==> src/design/swu_pkg.sv <==
package swu_pkg;

   //////////////////////////////////////////////////
   // default geometry
   //////////////////////////////////////////////////

   localparam int IFM_WIDTH    = 5;
   localparam int IFM_HEIGHT   = 5;
   localparam int CHANNELS     = 4;
   localparam int SIMD         = 2;
   localparam int PRECISION    = 4;
   localparam int KERNEL       = 3;
   localparam int STRIDE       = 1;
   // needs (KERNEL-1)*IFM_WIDTH*FOLDS + KERNEL*FOLDS words at least
   localparam int BUFFER_DEPTH = 32;

   //////////////////////////////////////////////////
   // derived constants
   //////////////////////////////////////////////////

   localparam int FOLDS       = CHANNELS / SIMD;
   localparam int OFM_WIDTH   = (IFM_WIDTH - KERNEL) / STRIDE + 1;
   localparam int OFM_HEIGHT  = (IFM_HEIGHT - KERNEL) / STRIDE + 1;
   localparam int FRAME_WORDS = IFM_WIDTH * IFM_HEIGHT * FOLDS;

   // one stream word holds SIMD channels
   typedef logic [SIMD*PRECISION-1:0] swu_word_t;

   // word index inside one frame
   typedef logic [15:0] swu_index_t;

   typedef logic [$clog2(BUFFER_DEPTH)-1:0] swu_addr_t;

   typedef enum logic {
      FILL,
      DRAIN
   } swu_wr_state_e;

endpackage

==> src/design/swu_rd_if.sv <==
`timescale 1ns/1ns

// read side of the window buffer
interface swu_rd_if import swu_pkg::*; ();

   logic       rd_en;
   swu_index_t rd_index;
   // words below this index are free for overwrite
   swu_index_t release_count;

   // data lags rd_en by one cycle
   swu_word_t  rd_data;
   swu_index_t written_count;

   modport reader (
      output rd_en,
      output rd_index,
      output release_count,
      input  rd_data,
      input  written_count
   );

   modport buffer (
      input  rd_en,
      input  rd_index,
      input  release_count,
      output rd_data,
      output written_count
   );

endinterface

==> src/design/swu_pixel_writer.sv <==
`timescale 1ns/1ns

module swu_pixel_writer import swu_pkg::*; #(
   parameter int FRAME_WORDS = swu_pkg::FRAME_WORDS
) (
   input  logic      clk,
   input  logic      resetn,
   input  swu_word_t in_data_i,
   input  logic      in_valid_i,
   output logic      in_ready_o,
   input  logic      space_i,
   input  logic      frame_done_i,
   output logic      wr_en_o,
   output swu_word_t wr_data_o
);

   localparam swu_index_t LAST_WORD = swu_index_t'(FRAME_WORDS - 1);

   swu_wr_state_e state_q;
   swu_index_t    count_q;

   assign in_ready_o = (state_q == FILL) && space_i;
   assign wr_en_o    = in_valid_i && in_ready_o;
   assign wr_data_o  = in_data_i;

   //////////////////////////////////////////////////
   // frame FSM
   //////////////////////////////////////////////////

   always_ff @(posedge clk) begin
      if (!resetn) begin
         state_q <= DRAIN;
         count_q <= '0;
      end else begin
         case (state_q)
            FILL: begin
               if (wr_en_o) begin
                  count_q <= count_q + 1'b1;
                  if (count_q == LAST_WORD) begin
                     state_q <= DRAIN;
                  end
               end
            end
            DRAIN: begin
               // zero count only happens straight out of reset
               if (frame_done_i || count_q == '0) begin
                  state_q <= FILL;
                  count_q <= '0;
               end
            end
            default: state_q <= DRAIN;
         endcase
      end
   end

endmodule

==> src/design/swu_window_buffer.sv <==
`timescale 1ns/1ns

module swu_window_buffer import swu_pkg::*; #(
   parameter int BUFFER_DEPTH = swu_pkg::BUFFER_DEPTH
) (
   input  logic            clk,
   input  logic            resetn,
   input  logic            wr_en_i,
   input  swu_word_t       wr_data_i,
   output logic            space_o,
   input  logic            frame_done_i,
   swu_rd_if.buffer        rd
);

   swu_word_t  mem [BUFFER_DEPTH];
   swu_index_t written_q;
   swu_index_t occupancy;
   swu_addr_t  wr_addr;
   swu_addr_t  rd_addr;

   // circular addressing, word index modulo depth
   assign wr_addr = swu_addr_t'(written_q % BUFFER_DEPTH);
   assign rd_addr = swu_addr_t'(rd.rd_index % BUFFER_DEPTH);

   //////////////////////////////////////////////////
   // fill level
   //////////////////////////////////////////////////

   always_ff @(posedge clk) begin
      if (!resetn || frame_done_i) begin
         written_q <= '0;
      end else if (wr_en_i) begin
         written_q <= written_q + 1'b1;
      end
   end

   assign rd.written_count = written_q;

   // words still held for the reader
   assign occupancy = written_q - rd.release_count;
   assign space_o   = occupancy < swu_index_t'(BUFFER_DEPTH);

   //////////////////////////////////////////////////
   // storage
   //////////////////////////////////////////////////

   always_ff @(posedge clk) begin
      if (wr_en_i) begin
         mem[wr_addr] <= wr_data_i;
      end
   end

   // rd_data holds between reads, the output stage relies on it
   always_ff @(posedge clk) begin
      if (rd.rd_en) begin
         rd.rd_data <= mem[rd_addr];
      end
   end

endmodule

==> src/design/swu_window_reader.sv <==
`timescale 1ns/1ns

module swu_window_reader import swu_pkg::*; #(
   parameter int IFM_WIDTH    = swu_pkg::IFM_WIDTH,
   parameter int IFM_HEIGHT   = swu_pkg::IFM_HEIGHT,
   parameter int FOLDS        = swu_pkg::FOLDS,
   parameter int KERNEL       = swu_pkg::KERNEL,
   parameter int STRIDE       = swu_pkg::STRIDE,
   parameter int BUFFER_DEPTH = swu_pkg::BUFFER_DEPTH
) (
   input  logic      clk,
   input  logic      resetn,
   swu_rd_if.reader  rd,
   input  logic      stage_ready_i,
   input  logic      frame_done_i,
   output logic      issue_o,
   output logic      issue_last_o
);

   localparam int OUT_W = (IFM_WIDTH - KERNEL) / STRIDE + 1;
   localparam int OUT_H = (IFM_HEIGHT - KERNEL) / STRIDE + 1;

   localparam swu_index_t LAST_F    = swu_index_t'(FOLDS - 1);
   localparam swu_index_t LAST_K    = swu_index_t'(KERNEL - 1);
   localparam swu_index_t LAST_OX   = swu_index_t'(OUT_W - 1);
   localparam swu_index_t LAST_OY   = swu_index_t'(OUT_H - 1);
   localparam swu_index_t PIX_STEP  = swu_index_t'(FOLDS);
   localparam swu_index_t ROW_WORDS = swu_index_t'(IFM_WIDTH * FOLDS);
   localparam swu_index_t COL_STEP  = swu_index_t'(STRIDE * FOLDS);
   localparam swu_index_t ROW_STEP  = swu_index_t'(STRIDE * IFM_WIDTH * FOLDS);

   swu_index_t f_q, kw_q, kh_q, ox_q, oy_q;
   // win_* mark the window origin, *_base the current kernel tap
   swu_index_t win_row_q, row_base_q;
   swu_index_t win_col_q, col_base_q;
   logic       done_q;
   swu_index_t word_idx;
   logic       last_word;
   logic       issue;

   assign word_idx  = row_base_q + col_base_q + f_q;
   assign last_word = (f_q == LAST_F) && (kw_q == LAST_K) && (kh_q == LAST_K) &&
                      (ox_q == LAST_OX) && (oy_q == LAST_OY);

   // word must already be written
   assign issue = !done_q && stage_ready_i && (word_idx < rd.written_count);

   assign issue_o          = issue;
   assign issue_last_o     = issue && last_word;
   assign rd.rd_en         = issue;
   assign rd.rd_index      = word_idx;
   assign rd.release_count = win_row_q;

   //////////////////////////////////////////////////
   // window walk: oy, ox, kh, kw, f
   //////////////////////////////////////////////////

   always_ff @(posedge clk) begin
      if (!resetn || frame_done_i) begin
         f_q        <= '0;
         kw_q       <= '0;
         kh_q       <= '0;
         ox_q       <= '0;
         oy_q       <= '0;
         win_row_q  <= '0;
         row_base_q <= '0;
         win_col_q  <= '0;
         col_base_q <= '0;
         done_q     <= 1'b0;
      end else if (issue) begin
         if (last_word) begin
            done_q <= 1'b1;
         end else if (f_q != LAST_F) begin
            f_q <= f_q + 1'b1;
         end else begin
            f_q <= '0;
            if (kw_q != LAST_K) begin
               kw_q       <= kw_q + 1'b1;
               col_base_q <= col_base_q + PIX_STEP;
            end else begin
               kw_q       <= '0;
               col_base_q <= win_col_q;
               if (kh_q != LAST_K) begin
                  kh_q       <= kh_q + 1'b1;
                  row_base_q <= row_base_q + ROW_WORDS;
               end else begin
                  kh_q       <= '0;
                  row_base_q <= win_row_q;
                  if (ox_q != LAST_OX) begin
                     ox_q       <= ox_q + 1'b1;
                     win_col_q  <= win_col_q + COL_STEP;
                     col_base_q <= win_col_q + COL_STEP;
                  end else begin
                     // next output row, rows above it are released
                     ox_q       <= '0;
                     win_col_q  <= '0;
                     col_base_q <= '0;
                     oy_q       <= oy_q + 1'b1;
                     win_row_q  <= win_row_q + ROW_STEP;
                     row_base_q <= win_row_q + ROW_STEP;
                  end
               end
            end
         end
      end
   end

endmodule

==> src/design/swu_output_stage.sv <==
`timescale 1ns/1ns

module swu_output_stage import swu_pkg::*; (
   input  logic      clk,
   input  logic      resetn,
   input  logic      issue_i,
   input  logic      issue_last_i,
   input  swu_word_t rd_data_i,
   output logic      stage_ready_o,
   output swu_word_t out_data_o,
   output logic      out_valid_o,
   output logic      out_last_o,
   input  logic      out_ready_i,
   output logic      frame_done_o
);

   logic rd_valid_q;
   logic rd_last_q;
   logic out_load;

   assign out_load      = !out_valid_o || out_ready_i;
   // no new read once both slots are taken
   assign stage_ready_o = !(rd_valid_q && out_valid_o);
   assign frame_done_o  = out_valid_o && out_ready_i && out_last_o;

   always_ff @(posedge clk) begin
      if (!resetn) begin
         rd_valid_q  <= 1'b0;
         rd_last_q   <= 1'b0;
         out_valid_o <= 1'b0;
         out_last_o  <= 1'b0;
      end else begin
         if (issue_i) begin
            rd_valid_q <= 1'b1;
            rd_last_q  <= issue_last_i;
         end else if (out_load) begin
            rd_valid_q <= 1'b0;
         end
         if (out_load) begin
            out_valid_o <= rd_valid_q;
            out_last_o  <= rd_valid_q && rd_last_q;
         end
      end
   end

   always_ff @(posedge clk) begin
      if (out_load && rd_valid_q) begin
         out_data_o <= rd_data_i;
      end
   end

endmodule

==> src/design/swu_top.sv <==
`timescale 1ns/1ns

module swu_top import swu_pkg::*; #(
   parameter int IFM_WIDTH    = swu_pkg::IFM_WIDTH,
   parameter int IFM_HEIGHT   = swu_pkg::IFM_HEIGHT,
   parameter int FOLDS        = swu_pkg::FOLDS,
   parameter int KERNEL       = swu_pkg::KERNEL,
   parameter int STRIDE       = swu_pkg::STRIDE,
   parameter int BUFFER_DEPTH = swu_pkg::BUFFER_DEPTH
) (
   input  logic      clk,
   input  logic      resetn,
   input  swu_word_t in_data_i,
   input  logic      in_valid_i,
   output logic      in_ready_o,
   output swu_word_t out_data_o,
   output logic      out_valid_o,
   output logic      out_last_o,
   input  logic      out_ready_i
);

   localparam int FRAME_WORDS = IFM_WIDTH * IFM_HEIGHT * FOLDS;

   logic      wr_en;
   swu_word_t wr_data;
   logic      space;
   logic      issue;
   logic      issue_last;
   logic      stage_ready;
   logic      frame_done;

   swu_rd_if rd_bus ();

   //////////////////////////////////////////////////
   // ingress and storage
   //////////////////////////////////////////////////

   swu_pixel_writer #(
      .FRAME_WORDS (FRAME_WORDS)
   ) u_writer (
      .clk          (clk),
      .resetn       (resetn),
      .in_data_i    (in_data_i),
      .in_valid_i   (in_valid_i),
      .in_ready_o   (in_ready_o),
      .space_i      (space),
      .frame_done_i (frame_done),
      .wr_en_o      (wr_en),
      .wr_data_o    (wr_data)
   );

   swu_window_buffer #(
      .BUFFER_DEPTH (BUFFER_DEPTH)
   ) u_buffer (
      .clk          (clk),
      .resetn       (resetn),
      .wr_en_i      (wr_en),
      .wr_data_i    (wr_data),
      .space_o      (space),
      .frame_done_i (frame_done),
      .rd           (rd_bus.buffer)
   );

   //////////////////////////////////////////////////
   // window replay and egress
   //////////////////////////////////////////////////

   swu_window_reader #(
      .IFM_WIDTH    (IFM_WIDTH),
      .IFM_HEIGHT   (IFM_HEIGHT),
      .FOLDS        (FOLDS),
      .KERNEL       (KERNEL),
      .STRIDE       (STRIDE),
      .BUFFER_DEPTH (BUFFER_DEPTH)
   ) u_reader (
      .clk           (clk),
      .resetn        (resetn),
      .rd            (rd_bus.reader),
      .stage_ready_i (stage_ready),
      .frame_done_i  (frame_done),
      .issue_o       (issue),
      .issue_last_o  (issue_last)
   );

   swu_output_stage u_out (
      .clk           (clk),
      .resetn        (resetn),
      .issue_i       (issue),
      .issue_last_i  (issue_last),
      .rd_data_i     (rd_bus.rd_data),
      .stage_ready_o (stage_ready),
      .out_data_o    (out_data_o),
      .out_valid_o   (out_valid_o),
      .out_last_o    (out_last_o),
      .out_ready_i   (out_ready_i),
      .frame_done_o  (frame_done)
   );

endmodule

==> config.mk <==
export PLATFORM = sky130hd
export DESIGN_NAME = swu_top
export DESIGN_NICKNAME = d
export VERILOG_FILES = /design/src/design/swu_pkg.sv /design/src/design/swu_rd_if.sv /design/src/design/swu_pixel_writer.sv /design/src/design/swu_window_buffer.sv /design/src/design/swu_window_reader.sv /design/src/design/swu_output_stage.sv /design/src/design/swu_top.sv
export SDC_FILE = /design/constraint.sdc
export NUM_CORES = 1
export LEC_CHECK = 0
export ABC_CLOCK_PERIOD_IN_PS = 11890
export BUFFER_PORTS_ARGS = -buffer_cell sky130_fd_sc_hd__buf_2
export CAP_MARGIN = 10
export CORE_MARGIN = 2
export CORE_UTILIZATION = 30
export CTS_CLUSTER_SIZE = 25
export DETAILED_ROUTE_END_ITERATION = 6
export GPL_ROUTABILITY_DRIVEN = 0
export PLACE_DENSITY_LB_ADDON = 0.12
export RECOVER_POWER = 100
export SLEW_MARGIN = 20
export SYNTH_ARGS = -nofsm -noshare
export SYNTH_HDL_FRONTEND = slang
export SYNTH_HIERARCHICAL = 1
export SYNTH_SLANG_ARGS = --single-unit
==> constraint.sdc <==
create_clock -name clk -period 11.89 [get_ports clk]
set_clock_uncertainty 0.2 [all_clocks]
set_input_delay 0 -clock clk [delete_from_list [all_inputs] [get_ports clk]]
set_output_delay 0 -clock clk [all_outputs]
set_load 0.01 [all_outputs]
# --- Yosys cells after proc, flatten, opt, wreduce, memory -nomap -nowiden ---
# Memories as Yosys holds them, arrays and structs flattened. A register that Yosys moved wholly into a read port is not among the register bits.
# Index checks and enable logic that the tools add are counted.
totals:
  mem_bits_rw: 256
  out_inout_bits: 11
  word_cells: 103
  latchBits: 0
  mem_bits_ro: 0
  reg_bits: 190
  mem_count: 1
  in_bits: 12
mem_list:
  columns: ["memory", "words", "word_bits", "read_ports", "rd_ports_with_merged_regs", "write_ports", "line", "source"]
  rows:
  - ["u_buffer.mem", 32, 8, 1, 1, 1, "swu_window_buffer.sv:15", "swu_word_t mem [BUFFER_DEPTH];"]
classes:
  div_mod_pow: 0
  reduce_logical: 30
  addsub: 14
  order_cmp: 2
  n_eq_ne: 12
  mux: 20
  bitwise_logic: 6
  shift: 0
  multipliers: 0
op_table:
  columns: ["cell", "n"]
  rows:
  - ["$mux 16", 11]
  - ["$add 16x1->16 const B", 7]
  - ["$eq 16x2->1 const B", 4]
  - ["$ne 16x2->1 const B", 3]
  - ["$add 16x16->16", 2]
  - ["$add 16x2->16 const B", 2]
  - ["$add 16x4->16 const B", 2]
  - ["$pmux 16 s2", 1]
  - ["$eq 16x1->1 const B", 1]
  - ["$eq 16x6->1 const B", 1]
  - ["$logic_not 16->1", 1]
  - ["$lt 16x16->1", 1]
  - ["$lt 16x6->1 const B", 1]
  - ["$ne 16x1->1 const B", 1]
  - ["$sub 16x16->16", 1]
  - ["$logic_and 1x1->1", 14]
  - ["$mux 1", 7]
  - ["$not 1->1", 6]
  - ["$reduce_and 2->1", 3]
  - ["$reduce_and 6->1", 1]
  - ["$reduce_and 5->1", 1]
  - ["$logic_not 1->1", 4]
  - ["$reduce_and 4->1", 1]
  - ["$logic_or 1x1->1", 3]
  - ["other kinds (5)", 5]

# --- Longest topological paths before layout ---
# Gate-level depths: netlist (run 1).
depth:
  word_depth: 7
  depth_mapped: 22
  ltp_nobuf: 20

# --- By module ---
# The synthesis (run 1) kept the hierarchy.
by_module_without_submodules:
  columns: ["mod", "seq_area_each_um2", "instances", "cells_per_inst", "area_per_inst_um2"]
  rows:
  - ["swu_window_buffer", 8247.9, 1, 596, 11524.8]
  - ["swu_window_reader", 2862.7, 1, 1256, 10068.4]
  - ["swu_pixel_writer", 340.3, 1, 135, 1127.3]
  - ["swu_output_stage", 320.3, 1, 25, 405.4]

# --- Worst setup path before layout (run 1) ---
# OpenSTA, ideal clock, no wires.
synth_timing:
  kind: "register to register"
  startpoint: "reg u_reader.f_q[1]"
  endpoint: "reg u_reader.row_base_q[1]"
  setup_time_ns: 0.086
  synth_period_minus_slack_ns: 4.921
  slack_ns: 6.969
  stages_incl_launch_ff: 22
  path_buffers: 3
  arrival_ns: 4.635
  required_ns: 11.604
  path_cell_list: "dfxtp_1 -> inv_1 -> fa_1 -> inv_1 -> ha_1 -> inv_1 -> fa_1 -> nor2b_1 -> o31a_1 -> o41ai_1 -> o21ai_0 -> o41ai_1 -> xnor2_1 -> ha_1 -> nand4_1 -> or3_1 -> clkbuf_1 -> o211ai_4 -> buf_2 -> buf_1 -> nor3_1 -> a211oi_1"
synth_via:
  word_cells_on_any_way: 12
  classes_between: "1 x add/sub; 1 x order compare; 2 x eq/ne; 2 x bitwise; 6 x reduce/logical"
synth_lines:
  columns: ["element", "line", "source"]
  rows:
  - ["start: declaration", "swu_window_reader.sv:32", "swu_index_t f_q, kw_q, kh_q, ox_q, oy_q;"]
  - ["start signal: assignment", "swu_window_reader.sv:74", "f_q <= f_q + 1'b1;"]
  - ["$add 16x16->16", "swu_window_reader.sv:41", "assign word_idx = row_base_q + col_base_q + f_q;"]
  - ["net rd_bus.rd_index[13]", "swu_rd_if.sv:7", "swu_index_t rd_index;"]
  - ["$lt 16x16->1", "swu_window_reader.sv:46", "assign issue = !done_q && stage_ready_i && (word_idx < rd.written_count);"]
  - ["$logic_and 1x1->1", "swu_window_reader.sv:46", null]
  - ["$reduce_and 4->1 (no line)", null, null]
  - ["end signal: assignment", "swu_window_reader.sv:85", "row_base_q <= row_base_q + ROW_WORDS;"]
  - ["end signal: assignment", "swu_window_reader.sv:88", "row_base_q <= win_row_q;"]
  - ["end signal: assignment", "swu_window_reader.sv:100", "row_base_q <= win_row_q + ROW_STEP;"]
  - ["end: declaration", "swu_window_reader.sv:34", "swu_index_t win_row_q, row_base_q;"]
# The timed path passes the listed nets, and every way through them passes these cells.
# A chain may end at the register's enable or synchronous reset.

# --- Final worst setup path (run 1) ---
layout_timing:
  startpoint: "reg u_reader.f_q[1]"
  endpoint: "reg u_reader.kh_q[11]"
layout_via:
  word_cells_on_any_way: 12
  classes_between: "1 x add/sub; 1 x order compare; 2 x eq/ne; 2 x bitwise; 6 x reduce/logical"
layout_lines:
  columns: ["element", "line", "source"]
  rows:
  - ["$add 16x16->16", "swu_window_reader.sv:41", null]
  - ["net rd_bus.rd_index[13]", "swu_rd_if.sv:7", null]
  - ["$lt 16x16->1", "swu_window_reader.sv:46", null]
  - ["$logic_and 1x1->1", "swu_window_reader.sv:46", null]
  - ["$reduce_and 4->1 (no line)", null, null]
  - ["end signal: assignment", "swu_window_reader.sv:84", "kh_q <= kh_q + 1'b1;"]
  - ["end: declaration", "swu_window_reader.sv:32", null]
# The timed path passes the listed nets, and every way through them passes these cells.

==> impl_metrics.tcl, run 1 <==
set metrics [dict create \
    status "finished with violations" \
    violations "max-capacitance violations, max-slew violations" \
    cp-start-kind "flop" \
    clk_latency_ns 0.64 \
    ant_nets 0 \
    synthCells 2012 \
    ys_warn_count 6 \
    synth-seq-area-share_pct 50.9 \
    dominantRegCellSynth "edfxtp_1" \
    wl_um 62700 \
    power.leakage_nw 8.18 \
    syn-num-nets 2104 \
    cp.arrival_ns 8.86 \
    grt_pass1_vias 16300 \
    vias_per_cell 5.31 \
    path_cells "inv_1, fa_1, inv_1, ha_1, inv_1, fa_1, nor2b_1, o31a_1, o41ai_1, o21ai_0, o41ai_1, xnor2_1, ha_1, nand4_1, or3_1, o211ai_1, clkbuf_1, nor2_1, a311oi_1" \
    antenna_found_initial 0 \
    report.final.slew_viol_count 296 \
    largest_reg_flops 256 \
    cts_root_buf "clkbuf_16" \
    dr_total_vias 16300 \
    syn_to_final_growth_pct 12.5 \
    fin_crit_sh_pct 71.9 \
    finalCriticalPeriod_ns 8.55 \
    grt_setup_unrepaired "false" \
    hp-class "in2reg" \
    num_antenna_cells 0 \
    cpMostUsedCell "inv_1" \
    regMostFlops "u_buffer/mem" \
    path_buf_inv 4 \
    grt_pass1_wl_um 98600 \
    timing.slew.headroom_pct -182 \
    cp.required_ns 12.20 \
    fin_nets 2092 \
    post_drt_wl_per_cell_um 20.4 \
    port_buffers 22 \
    syn_area_per_cell_um2 11.5 \
    endpoint_kind "flop" \
    drv_cap 8 \
    power_density_nw_per_um2 149 \
    postLayoutCoreUtil_pct 34.2 \
    cts_tree "done" \
    worstPathMaxFanout 33 \
    regArea_um2 11800 \
    fin_tns_setup_ns 0 \
    die_area_um2 79300 \
    rows 101 \
    timing.hold.ws_ns 0.188 \
    hpwl_um 41700 \
    ys_types 102 \
    cts_buffers 53 \
    hold_violations 0 \
    first_iter_violations 1081 \
    clock_path_buffers 3 \
    pin_count 23 \
    async_flop_share_pct 0 \
    crit_type "reg2reg" \
    cp_slowest_cell "o211ai_1" \
    vdd_drop_max_mv 0.123 \
    grt-ovfl-total 0 \
    cts_max_level 2 \
    path_delay_family "compound AO/OA/AOI/OAI gates" \
    core_um2 76100 \
    die_y_um 282 \
    grt_max_degree 81 \
    drive_gt1_share_pct 11.4 \
    fmax_mhz 117 \
    ctsResizeCount 0 \
    tightest_slew_ns 4.23 \
    cts.sinks 452 \
    initial_core_util_pct 30.4 \
    syn_area_um2 23100 \
    synth_edf_count 272 \
    cts.clk_slew.worst_paths_ns 0.06 \
    placed_cells 2962 \
    layout.filler_cells 7599 \
    grt_use_total_pct 15.9 \
    slowest_delay_ns 1.95 \
    layout.cells.non_filler 3072 \
    multi_input_area_um2 10500 \
    setup_viol_count_final 0 \
    ys_ff_latch 452 \
    drc_errors 0 \
    drt-pass1-iter-count 6 \
    die_w_um 282 \
]
==> what timing repair did <==
action                                 CTS  global route
setup buffers                            0             0
endpoints found under the hold margin  288             0
hold buffers                            13             0
==> per-layer routing <==
metal | track usage [%] | vias to the layer above | routed length [um]
li1 | - | 7775 | -
met1 | 22.3 | 8198 | 30100
met2 | 26.0 | 257 | 29300
met3 | 1.96 | 77 | 2000
met4 | 4.34 | 0 | 1300
met5 | 0 | - | 0
==> cells in the mapped netlist (7+ instances only) <==
| master | number | area, um^2 |
|---|---|---|
| nand2_1 | 143 | 537 |
| buf_2 | 29 | 145 |
| xnor2_1 | 27 | 236 |
| o21ai_0 | 72 | 360 |
| or4_1 | 45 | 338 |
| buf_4 | 15 | 113 |
| nand3_1 | 81 | 405 |
| a21o_1 | 8 | 60.1 |
| buf_1 | 9 | 33.8 |
| mux2_2 | 8 | 90.1 |
| nor4_1 | 35 | 219 |
| and3_1 | 23 | 144 |
| dfxtp_1 | 180 | 3600 |
| inv_1 | 69 | 259 |
| clkbuf_1 | 73 | 274 |
| o31ai_1 | 52 | 390 |
| o21a_1 | 13 | 97.6 |
| nor2_1 | 119 | 447 |
| a211oi_1 | 25 | 188 |
| nand2b_1 | 34 | 213 |
| or3_1 | 31 | 194 |
| mux4_2 | 80 | 1800 |
| edfxtp_1 | 272 | 8170 |
| and2_1 | 11 | 68.8 |
| nor3_1 | 43 | 215 |
| o211ai_1 | 14 | 105 |
| xor2_1 | 24 | 210 |
| fa_1 | 15 | 300 |
| and4_1 | 16 | 140 |
| nand4_1 | 40 | 250 |
| a31oi_1 | 25 | 156 |
| a21oi_1 | 113 | 566 |
| o2111ai_1 | 7 | 61.3 |
| nor3b_1 | 8 | 60.1 |
| mux2i_1 | 30 | 300 |
| ha_1 | 65 | 813 |
==> where the power goes <==
group	switching [W]	internal (W)	total, W
clock network	0.000687	0.00103	0.00171
registers	0.00000911	0.00168	0.00169
logic	0.000261	0.000223	0.000484
total	0.000957	0.00293	0.00389
==> worst min-delay path: stages <==
cell	delay [ns]
dlygate4sd3_1	0.53
buf_2	0.25
o21a_1	0.15
==> worst paths after layout <==
path / to / cells past startpoint / from / slack, ns
setup / recovery: u_reader/kh_q[11]$_SDFFE_PP0P_ / 19 / u_reader/f_q[1]$_SDFFE_PP0P_ / 3.34
hold / removal: u_out/out_valid_o$_SDFFE_PN0P_ / 3 / resetn / 0.19
hold reg to reg: u_out/out_data_o[3]$_DFFE_PP_ / 0 / u_buffer/rd.rd_data[3]$_DFFE_PP_ / 0.23
setup reg to reg: u_reader/kh_q[11]$_SDFFE_PP0P_ / 19 / u_reader/f_q[1]$_SDFFE_PP0P_ / 3.34
==> cell families after synthesis <==
group	share of synthesized area, %
simple gates	16.8
flops	50.9
compound gates	12.4
buf+inv	3.64
mux	9.53
fa+ha+maj	4.82
xor+xnor	1.93
other cells	0.0162
==> area by class of cell <==
cell class	count	area share [%]
clock buffers	72	5.53
clock inverters	25	1.52
inverters	69	0.995
multi-input cells	1363	40.3
flip-flops and latches	452	45.2
well taps	1030	4.95
repair buffers	61	1.46
==> cell usage in the layout, fill, tap and decap left out, types with 45 or more instances in the layout <==
master     count
a21oi_1      114
clkbuf_16     53
dfxtp_1      180
edfxtp_1     272
ha_1          64
inv_1         69
mux4_2        80
nand2_1      143
nand3_1       82
nor2_1       121
o21ai_0       74
o31ai_1       53
or4_1         45
==> through the flow <==
step           cell area, um^2  setup WS (ns)  total power, W
3_3_place_gp             24200           5.77         0.00220
4_1_cts                  26100           5.63         0.00394
3_5_place_dp             24200           5.64         0.00220
2_1_floorplan            23100           6.97         0.00205
6_report                 26000           3.34         0.00389
5_1_grt                  26000           2.72         0.00404
No activity file was read; power rests on OpenSTA's default activity.
==> inputs of run 2 (changes only) <==
--- a/config.mk
+++ b/config.mk
@@ -5,7 +5,7 @@
 export SDC_FILE = /design/constraint.sdc
 export NUM_CORES = 1
 export LEC_CHECK = 0
-export ABC_CLOCK_PERIOD_IN_PS = 11890
+export ABC_CLOCK_PERIOD_IN_PS = 8650
 export BUFFER_PORTS_ARGS = -buffer_cell sky130_fd_sc_hd__buf_2
 export CAP_MARGIN = 10
 export CORE_MARGIN = 2
==> constraint.sdc (replaced) <==
create_clock -name clk -period 8.65 [get_ports clk]
set_clock_uncertainty 0.2 [all_clocks]
set_input_delay 0 -clock clk [delete_from_list [all_inputs] [get_ports clk]]
set_output_delay 0 -clock clk [all_outputs]
set_load 0.01 [all_outputs]
==> run 2 against run 1 <==
Against the previous run: largest cell class unchanged; wire length grew 0.87%; die area is the same; sequential cell count is the same; non-clock buffer count is the same; maximum frequency grew 26%; largest power group unchanged; critical path type unchanged; sequential power grew 37%; global-route usage shrank 0.083 points; register-to-register slack lost 1.5 ns; the run still ends with max-capacitance violations, max-slew violations left.
==> impl_metrics.tcl, run 2 (synthesis results as in run 1) <==
set metrics [dict create \
    status "finished with violations" \
    violations "max-capacitance violations, max-slew violations" \
    layout.filler_cells 7643 \
    port_buffers 22 \
    power.leakage_nw 8.29 \
    cts_tree "done" \
    first_iter_violations 1040 \
    core_um2 76100 \
    hpwl_um 42000 \
    fin_nets 2092 \
    cts.sinks 452 \
    cp.arrival_ns 7.12 \
    clock_path_buffers 3 \
    regMostFlops "u_buffer/mem" \
    antenna_found_initial 0 \
    grt_pass1_wl_um 98000 \
    die_area_um2 79300 \
    hold_violations 0 \
    grt_setup_unrepaired "false" \
    fin_tns_setup_ns 0 \
    final_common_cell "edfxtp_1" \
    cts_root_buf "clkbuf_16" \
    power_density_nw_per_um2 211 \
    cts_max_level 2 \
    die_w_um 282 \
    drv_cap 9 \
    fin_crit_sh_pct 78.5 \
    tightest_slew_ns 3.88 \
    p_total_w 0.00553 \
    endpoint_kind "flop" \
    crit_type "reg2reg" \
    vdd_drop_max_mv 0.166 \
    mostFrequentLayoutCells "edfxtp_1 (272), dfxtp_1 (180), nand2_1 (143)" \
    clk_latency_ns 0.62 \
    drt-pass1-iter-count 5 \
    hp-class "in2reg" \
    dr_total_vias 16300 \
    die_y_um 282 \
    grt_use_total_pct 15.9 \
    grt_max_degree 81 \
    drive_gt1_share_pct 12.4 \
    timing.slew.headroom_pct -159 \
    report.final.slew_viol_count 338 \
    post_drt_wl_per_cell_um 20.6 \
    syn_to_final_growth_pct 13.4 \
    cp.required_ns 8.99 \
    setup_viol_count_final 0 \
    post_cts_buffers 0 \
    vias_per_cell 5.30 \
    ant_nets 0 \
    worstPathMaxFanout 32 \
    largest_reg_flops 256 \
    grt_pass1_vias 16100 \
    wl_um 63200 \
    fmax_mhz 147 \
    pin_count 23 \
    initial_core_util_pct 30.4 \
    rows 101 \
    cp-start-kind "flop" \
    cts.clk_slew.worst_paths_ns 0.06 \
    grt-ovfl-total 0 \
    finalCriticalPeriod_ns 6.79 \
    drc_errors 0 \
    cts_buffers 53 \
]
==> run 2: where the power goes <==
part           total (W)  internal (W)  switching, W
Combinational   0.000662      0.000303      0.000359
Sequential       0.00232       0.00231     0.0000124
Clock            0.00254       0.00158      0.000960
==> run 2: repair_timing <==
item,4_1_cts,5_1_grt
endpoints found under the hold margin,288,0
resized for setup,0,0
hold buffers,12,0
==> run 2: metrics by stage <==
| step | hold slack [ns] | worst slack, ns | instances | area, um^2 | util, % |
|---|---|---|---|---|---|
| after global placement | 0.187 | 2.87 | 2963 | 24200 | 31.8 |
| after global routing | 0.198 | 1.35 | 3074 | 26200 | 34.5 |
| final | 0.177 | 1.86 | 3075 | 26200 | 34.5 |
| after floorplan | -0.0825 | 3.73 | 2012 | 23100 | - |
| after CTS | 0.153 | 2.67 | 3074 | 26300 | 34.6 |
| after detailed placement | 0.179 | 2.73 | 2963 | 24200 | 31.8 |
==> run 2: path summary, 6_finish.rpt <==
kind,from,endpoint,slack [ns],cells after the start
worst min register to register,u_buffer/rd.rd_data[2]$_DFFE_PP_,u_out/out_data_o[2]$_DFFE_PP_,0.22,0
worst max register to register,u_reader/f_q[1]$_SDFFE_PP0P_,u_reader/kh_q[14]$_SDFFE_PP0P_,1.86,20
worst max-delay path,u_reader/f_q[1]$_SDFFE_PP0P_,u_reader/kh_q[14]$_SDFFE_PP0P_,1.86,20
worst min-delay path,out_ready_i,u_out/rd_valid_q$_SDFFE_PN0P_,0.18,4
==> run 2: routing by layer <==
metal | vias up | track usage, % | share of wire, %
met3 | 73 | 2.10 | 3.7
li1 | 7761 | - | -
met4 | 0 | 3.78 | 1.8
met2 | 299 | 25.9 | 47
met5 | - | 0 | 0
met1 | 8161 | 22.3 | 48
==> run 2: layout make-up <==
class,count,area (um^2),share of cell area [%]
Sequential cell,452,11800,44.9
Multi-Input combinational cell,1363,10500,40.0
Clock buffer,65,1440,5.50
Tap cell,1030,1290,4.92
Clock inverter,34,573,2.19
Timing Repair Buffer,61,388,1.48
Inverter,69,259,0.988
Antenna cell,1,2.50,0.00955
==> run 2: critical path: stages (launching register included) <==
cell and delay (ns):
dfxtp_1 0.40, inv_1 0.11, fa_1 0.55, inv_1 0.04, ha_1 0.22, inv_1 0.08, fa_1 0.24, nor2b_1 0.08
o31a_1 0.27, o41ai_1 0.37, o21ai_0 0.24, o41ai_1 0.35, xnor2_1 0.12, ha_1 0.32, a211oi_1 0.08, o21ai_0 0.56
a21oi_1 0.27, o211ai_4 0.14, clkbuf_1 1.21, o21ai_2 0.52, o21ai_0 0.29
==> inputs of run 3 (changes only) <==
--- a/config.mk
+++ b/config.mk
@@ -5,7 +5,7 @@
 export SDC_FILE = /design/constraint.sdc
 export NUM_CORES = 1
 export LEC_CHECK = 0
-export ABC_CLOCK_PERIOD_IN_PS = 8650
+export ABC_CLOCK_PERIOD_IN_PS = 6400
 export BUFFER_PORTS_ARGS = -buffer_cell sky130_fd_sc_hd__buf_2
 export CAP_MARGIN = 10
 export CORE_MARGIN = 2
==> constraint.sdc (replaced) <==
create_clock -name clk -period 6.4 [get_ports clk]
set_clock_uncertainty 0.2 [all_clocks]
set_input_delay 0 -clock clk [delete_from_list [all_inputs] [get_ports clk]]
set_output_delay 0 -clock clk [all_outputs]
set_load 0.01 [all_outputs]
==> run 3 against run 2 <==
Against the previous run: the flow still finishes with violations (max-capacitance violations, max-slew violations); maximum frequency up 12%; die area is the same; cell count rose by 0.36%; design area shrank 1.0%; first-iteration DRC count grew 1.1%; register-to-register slack got worse by 1.5 ns; utilization fell by 0.35 points; combinational power up 33%; critical path depth decreased by 8; global-route usage about the same; highest routed layer unchanged.
==> impl_metrics.tcl, run 3 (synthesis results as in run 1) <==
set metrics [dict create \
    violations "max-capacitance violations, max-slew violations" \
    regMostFlops "u_buffer/mem" \
    grt_setup_unrepaired "false" \
    worstPathMaxFanout 12 \
    clock_path_buffers 3 \
    finalCriticalPeriod_ns 6.04 \
    fin_crit_sh_pct 94.4 \
    cp-start-kind "flop" \
    drv_cap 1 \
    power_density_nw_per_um2 267 \
    rows 101 \
    drc_errors 0 \
    cts_buffers 53 \
    drive_gt1_share_pct 12.0 \
    vdd_drop_max_mv 0.215 \
    place_area_um2 24300 \
    port_buffers 22 \
    p_int_w 0.00519 \
    grt_max_degree 78 \
    drt-pass1-iter-count 5 \
    wl_um 62800 \
    cp_slowest_cell "nor2_1" \
    pin_count 23 \
    initial_core_util_pct 30.4 \
    fmax_mhz 165 \
    die_w_um 282 \
    clk_latency_ns 0.61 \
    timing.slew.headroom_pct -33.2 \
    tightest_slew_ns 2.00 \
    first_iter_violations 1051 \
    grt-ovfl-total 0 \
    fin_tns_setup_ns 0 \
    mostFrequentLayoutCells "edfxtp_1 (272), dfxtp_1 (180), nand2_1 (143)" \
    cts.clk_slew.worst_paths_ns 0.06 \
    post-place-ws_ns 0.512 \
    ant_nets 0 \
    largest_reg_flops 256 \
    crit_type "reg2reg" \
    core_um2 76100 \
    dr_total_vias 16500 \
    switching_share_pct 25.0 \
    grt_pass1_vias 16400 \
    post_drt_wl_per_cell_um 20.4 \
    path_delay_family "simple AND/OR/NAND/NOR gates" \
    fin_nets 2106 \
    netSwitchingPower_w 0.00173 \
    rrSetupSlack_ns 0.36 \
    placed_cells 2976 \
    antenna_found_initial 0 \
    hold_violations 0 \
    die_y_um 282 \
    endpoint_kind "flop" \
    grt_use_total_pct 15.9 \
    syn_to_final_growth_pct 12.2 \
    status "finished with violations" \
    vias_per_cell 5.33 \
    cts_max_level 2 \
    hp-class "in2reg" \
    cp.arrival_ns 6.06 \
    die_area_um2 79300 \
    path_cells "ha_1, or3_1, o211ai_1, nor2_2, or4_1, a2111oi_4, o2111ai_1, a2111oi_0, nand3b_4, inv_1, nand2_1, nor2_1" \
    cp.required_ns 6.42 \
    seq_power_share_pct 45.4 \
    slowest_delay_ns 0.84 \
    power.leakage_nw 8.18 \
    grt_pass1_wl_um 98100 \
    path_buf_inv 1 \
    hpwl_um 42000 \
    final_common_cell "edfxtp_1" \
    cts_tree "done" \
    num_antenna_cells 0 \
    power_frac_clock_pct 41.9 \
    final.setup.worst_slack_ns 0.356 \
    pwr-share-comb_pct 12.7 \
    cts.sinks 452 \
    cts_root_buf "clkbuf_16" \
    setup_viol_count_final 0 \
    layout.cells.non_filler 3086 \
    fin_area_um2 25900 \
    report.final.slew_viol_count 65 \
]
==> run 3: cell types whose count changed in the layout (fill, tap and decap cells not counted), sizes merged <==
cell	previous run	this run
buf	25	28
bufinv	13	2
clkbuf	89	107
clkinv	15	19
clkinvlp	4	1
diode	1	0
dlygate4sd3	12	13
==> run 3: tightest hold or removal path: cells and delay by family <==
kind            cells  cell delay, ns
buf+inv             2            0.78
compound gates      1            0.15
==> run 3: final timing paths <==
check                                             from                             end  depth (start not counted)
max          u_buffer/rd.written_count[2]$_SDFFE_PP0P_   u_buffer/mem[23][0]$_DFFE_PP_                         12
min                                             resetn  u_out/out_valid_o$_SDFFE_PN0P_                          3
max reg2reg  u_buffer/rd.written_count[2]$_SDFFE_PP0P_   u_buffer/mem[23][0]$_DFFE_PP_                         12
min reg2reg           u_buffer/rd.rd_data[3]$_DFFE_PP_   u_out/out_data_o[3]$_DFFE_PP_                          0
==> run 3: power groups by stage <==
stage / registers [W] / logic, W / clock network [W]
CTS: 0.00314 / 0.000891 / 0.00300
finish: 0.00314 / 0.000878 / 0.00290
global route: 0.00314 / 0.000949 / 0.00311
floorplan: 0.00319 / 0.000609 / 0
detailed placement: 0.00320 / 0.000879 / 0
global placement: 0.00320 / 0.000877 / 0
==> run 3: cell type report <==
class                           instances  area, um^2
Clock buffer                           73        1460
Clock inverter                         24         193
Fill cell                            7657       50100
Inverter                               69         259
Multi-Input combinational cell       1363       10500
Sequential cell                       452       11800
Tap cell                             1030        1290
Timing Repair Buffer                   75         465
==> run 3: metrics by stage <==
| step | utilization, % | hold WS, ns | power [W] |
|---|---|---|---|
| after floorplan | - | -0.0825 | 0.00380 |
| after global placement | 31.9 | 0.161 | 0.00408 |
| after detailed placement | 31.9 | 0.157 | 0.00408 |
| after CTS | 34.3 | 0.141 | 0.00703 |
| after global routing | 34.1 | 0.184 | 0.00719 |
| final | 34.1 | 0.164 | 0.00692 |
==> run 3: timing repair <==
item	4_1_cts	5_1_grt
buffers inserted	0	0
hold buffers	13	0
hold endpoints to repair	294	0
endpoints found under the setup margin	0	0
gates resized for setup	0	0
==> run 3: layer usage <==
metal  wire length [um]  track usage, %  vias to the layer above
li1                   -               -                     7792
met1              29500            22.0                     8270
met2              29500            26.0                      302
met3               2220            2.01                       95
met4               1630            4.84                        0
met5                  0               0                        -
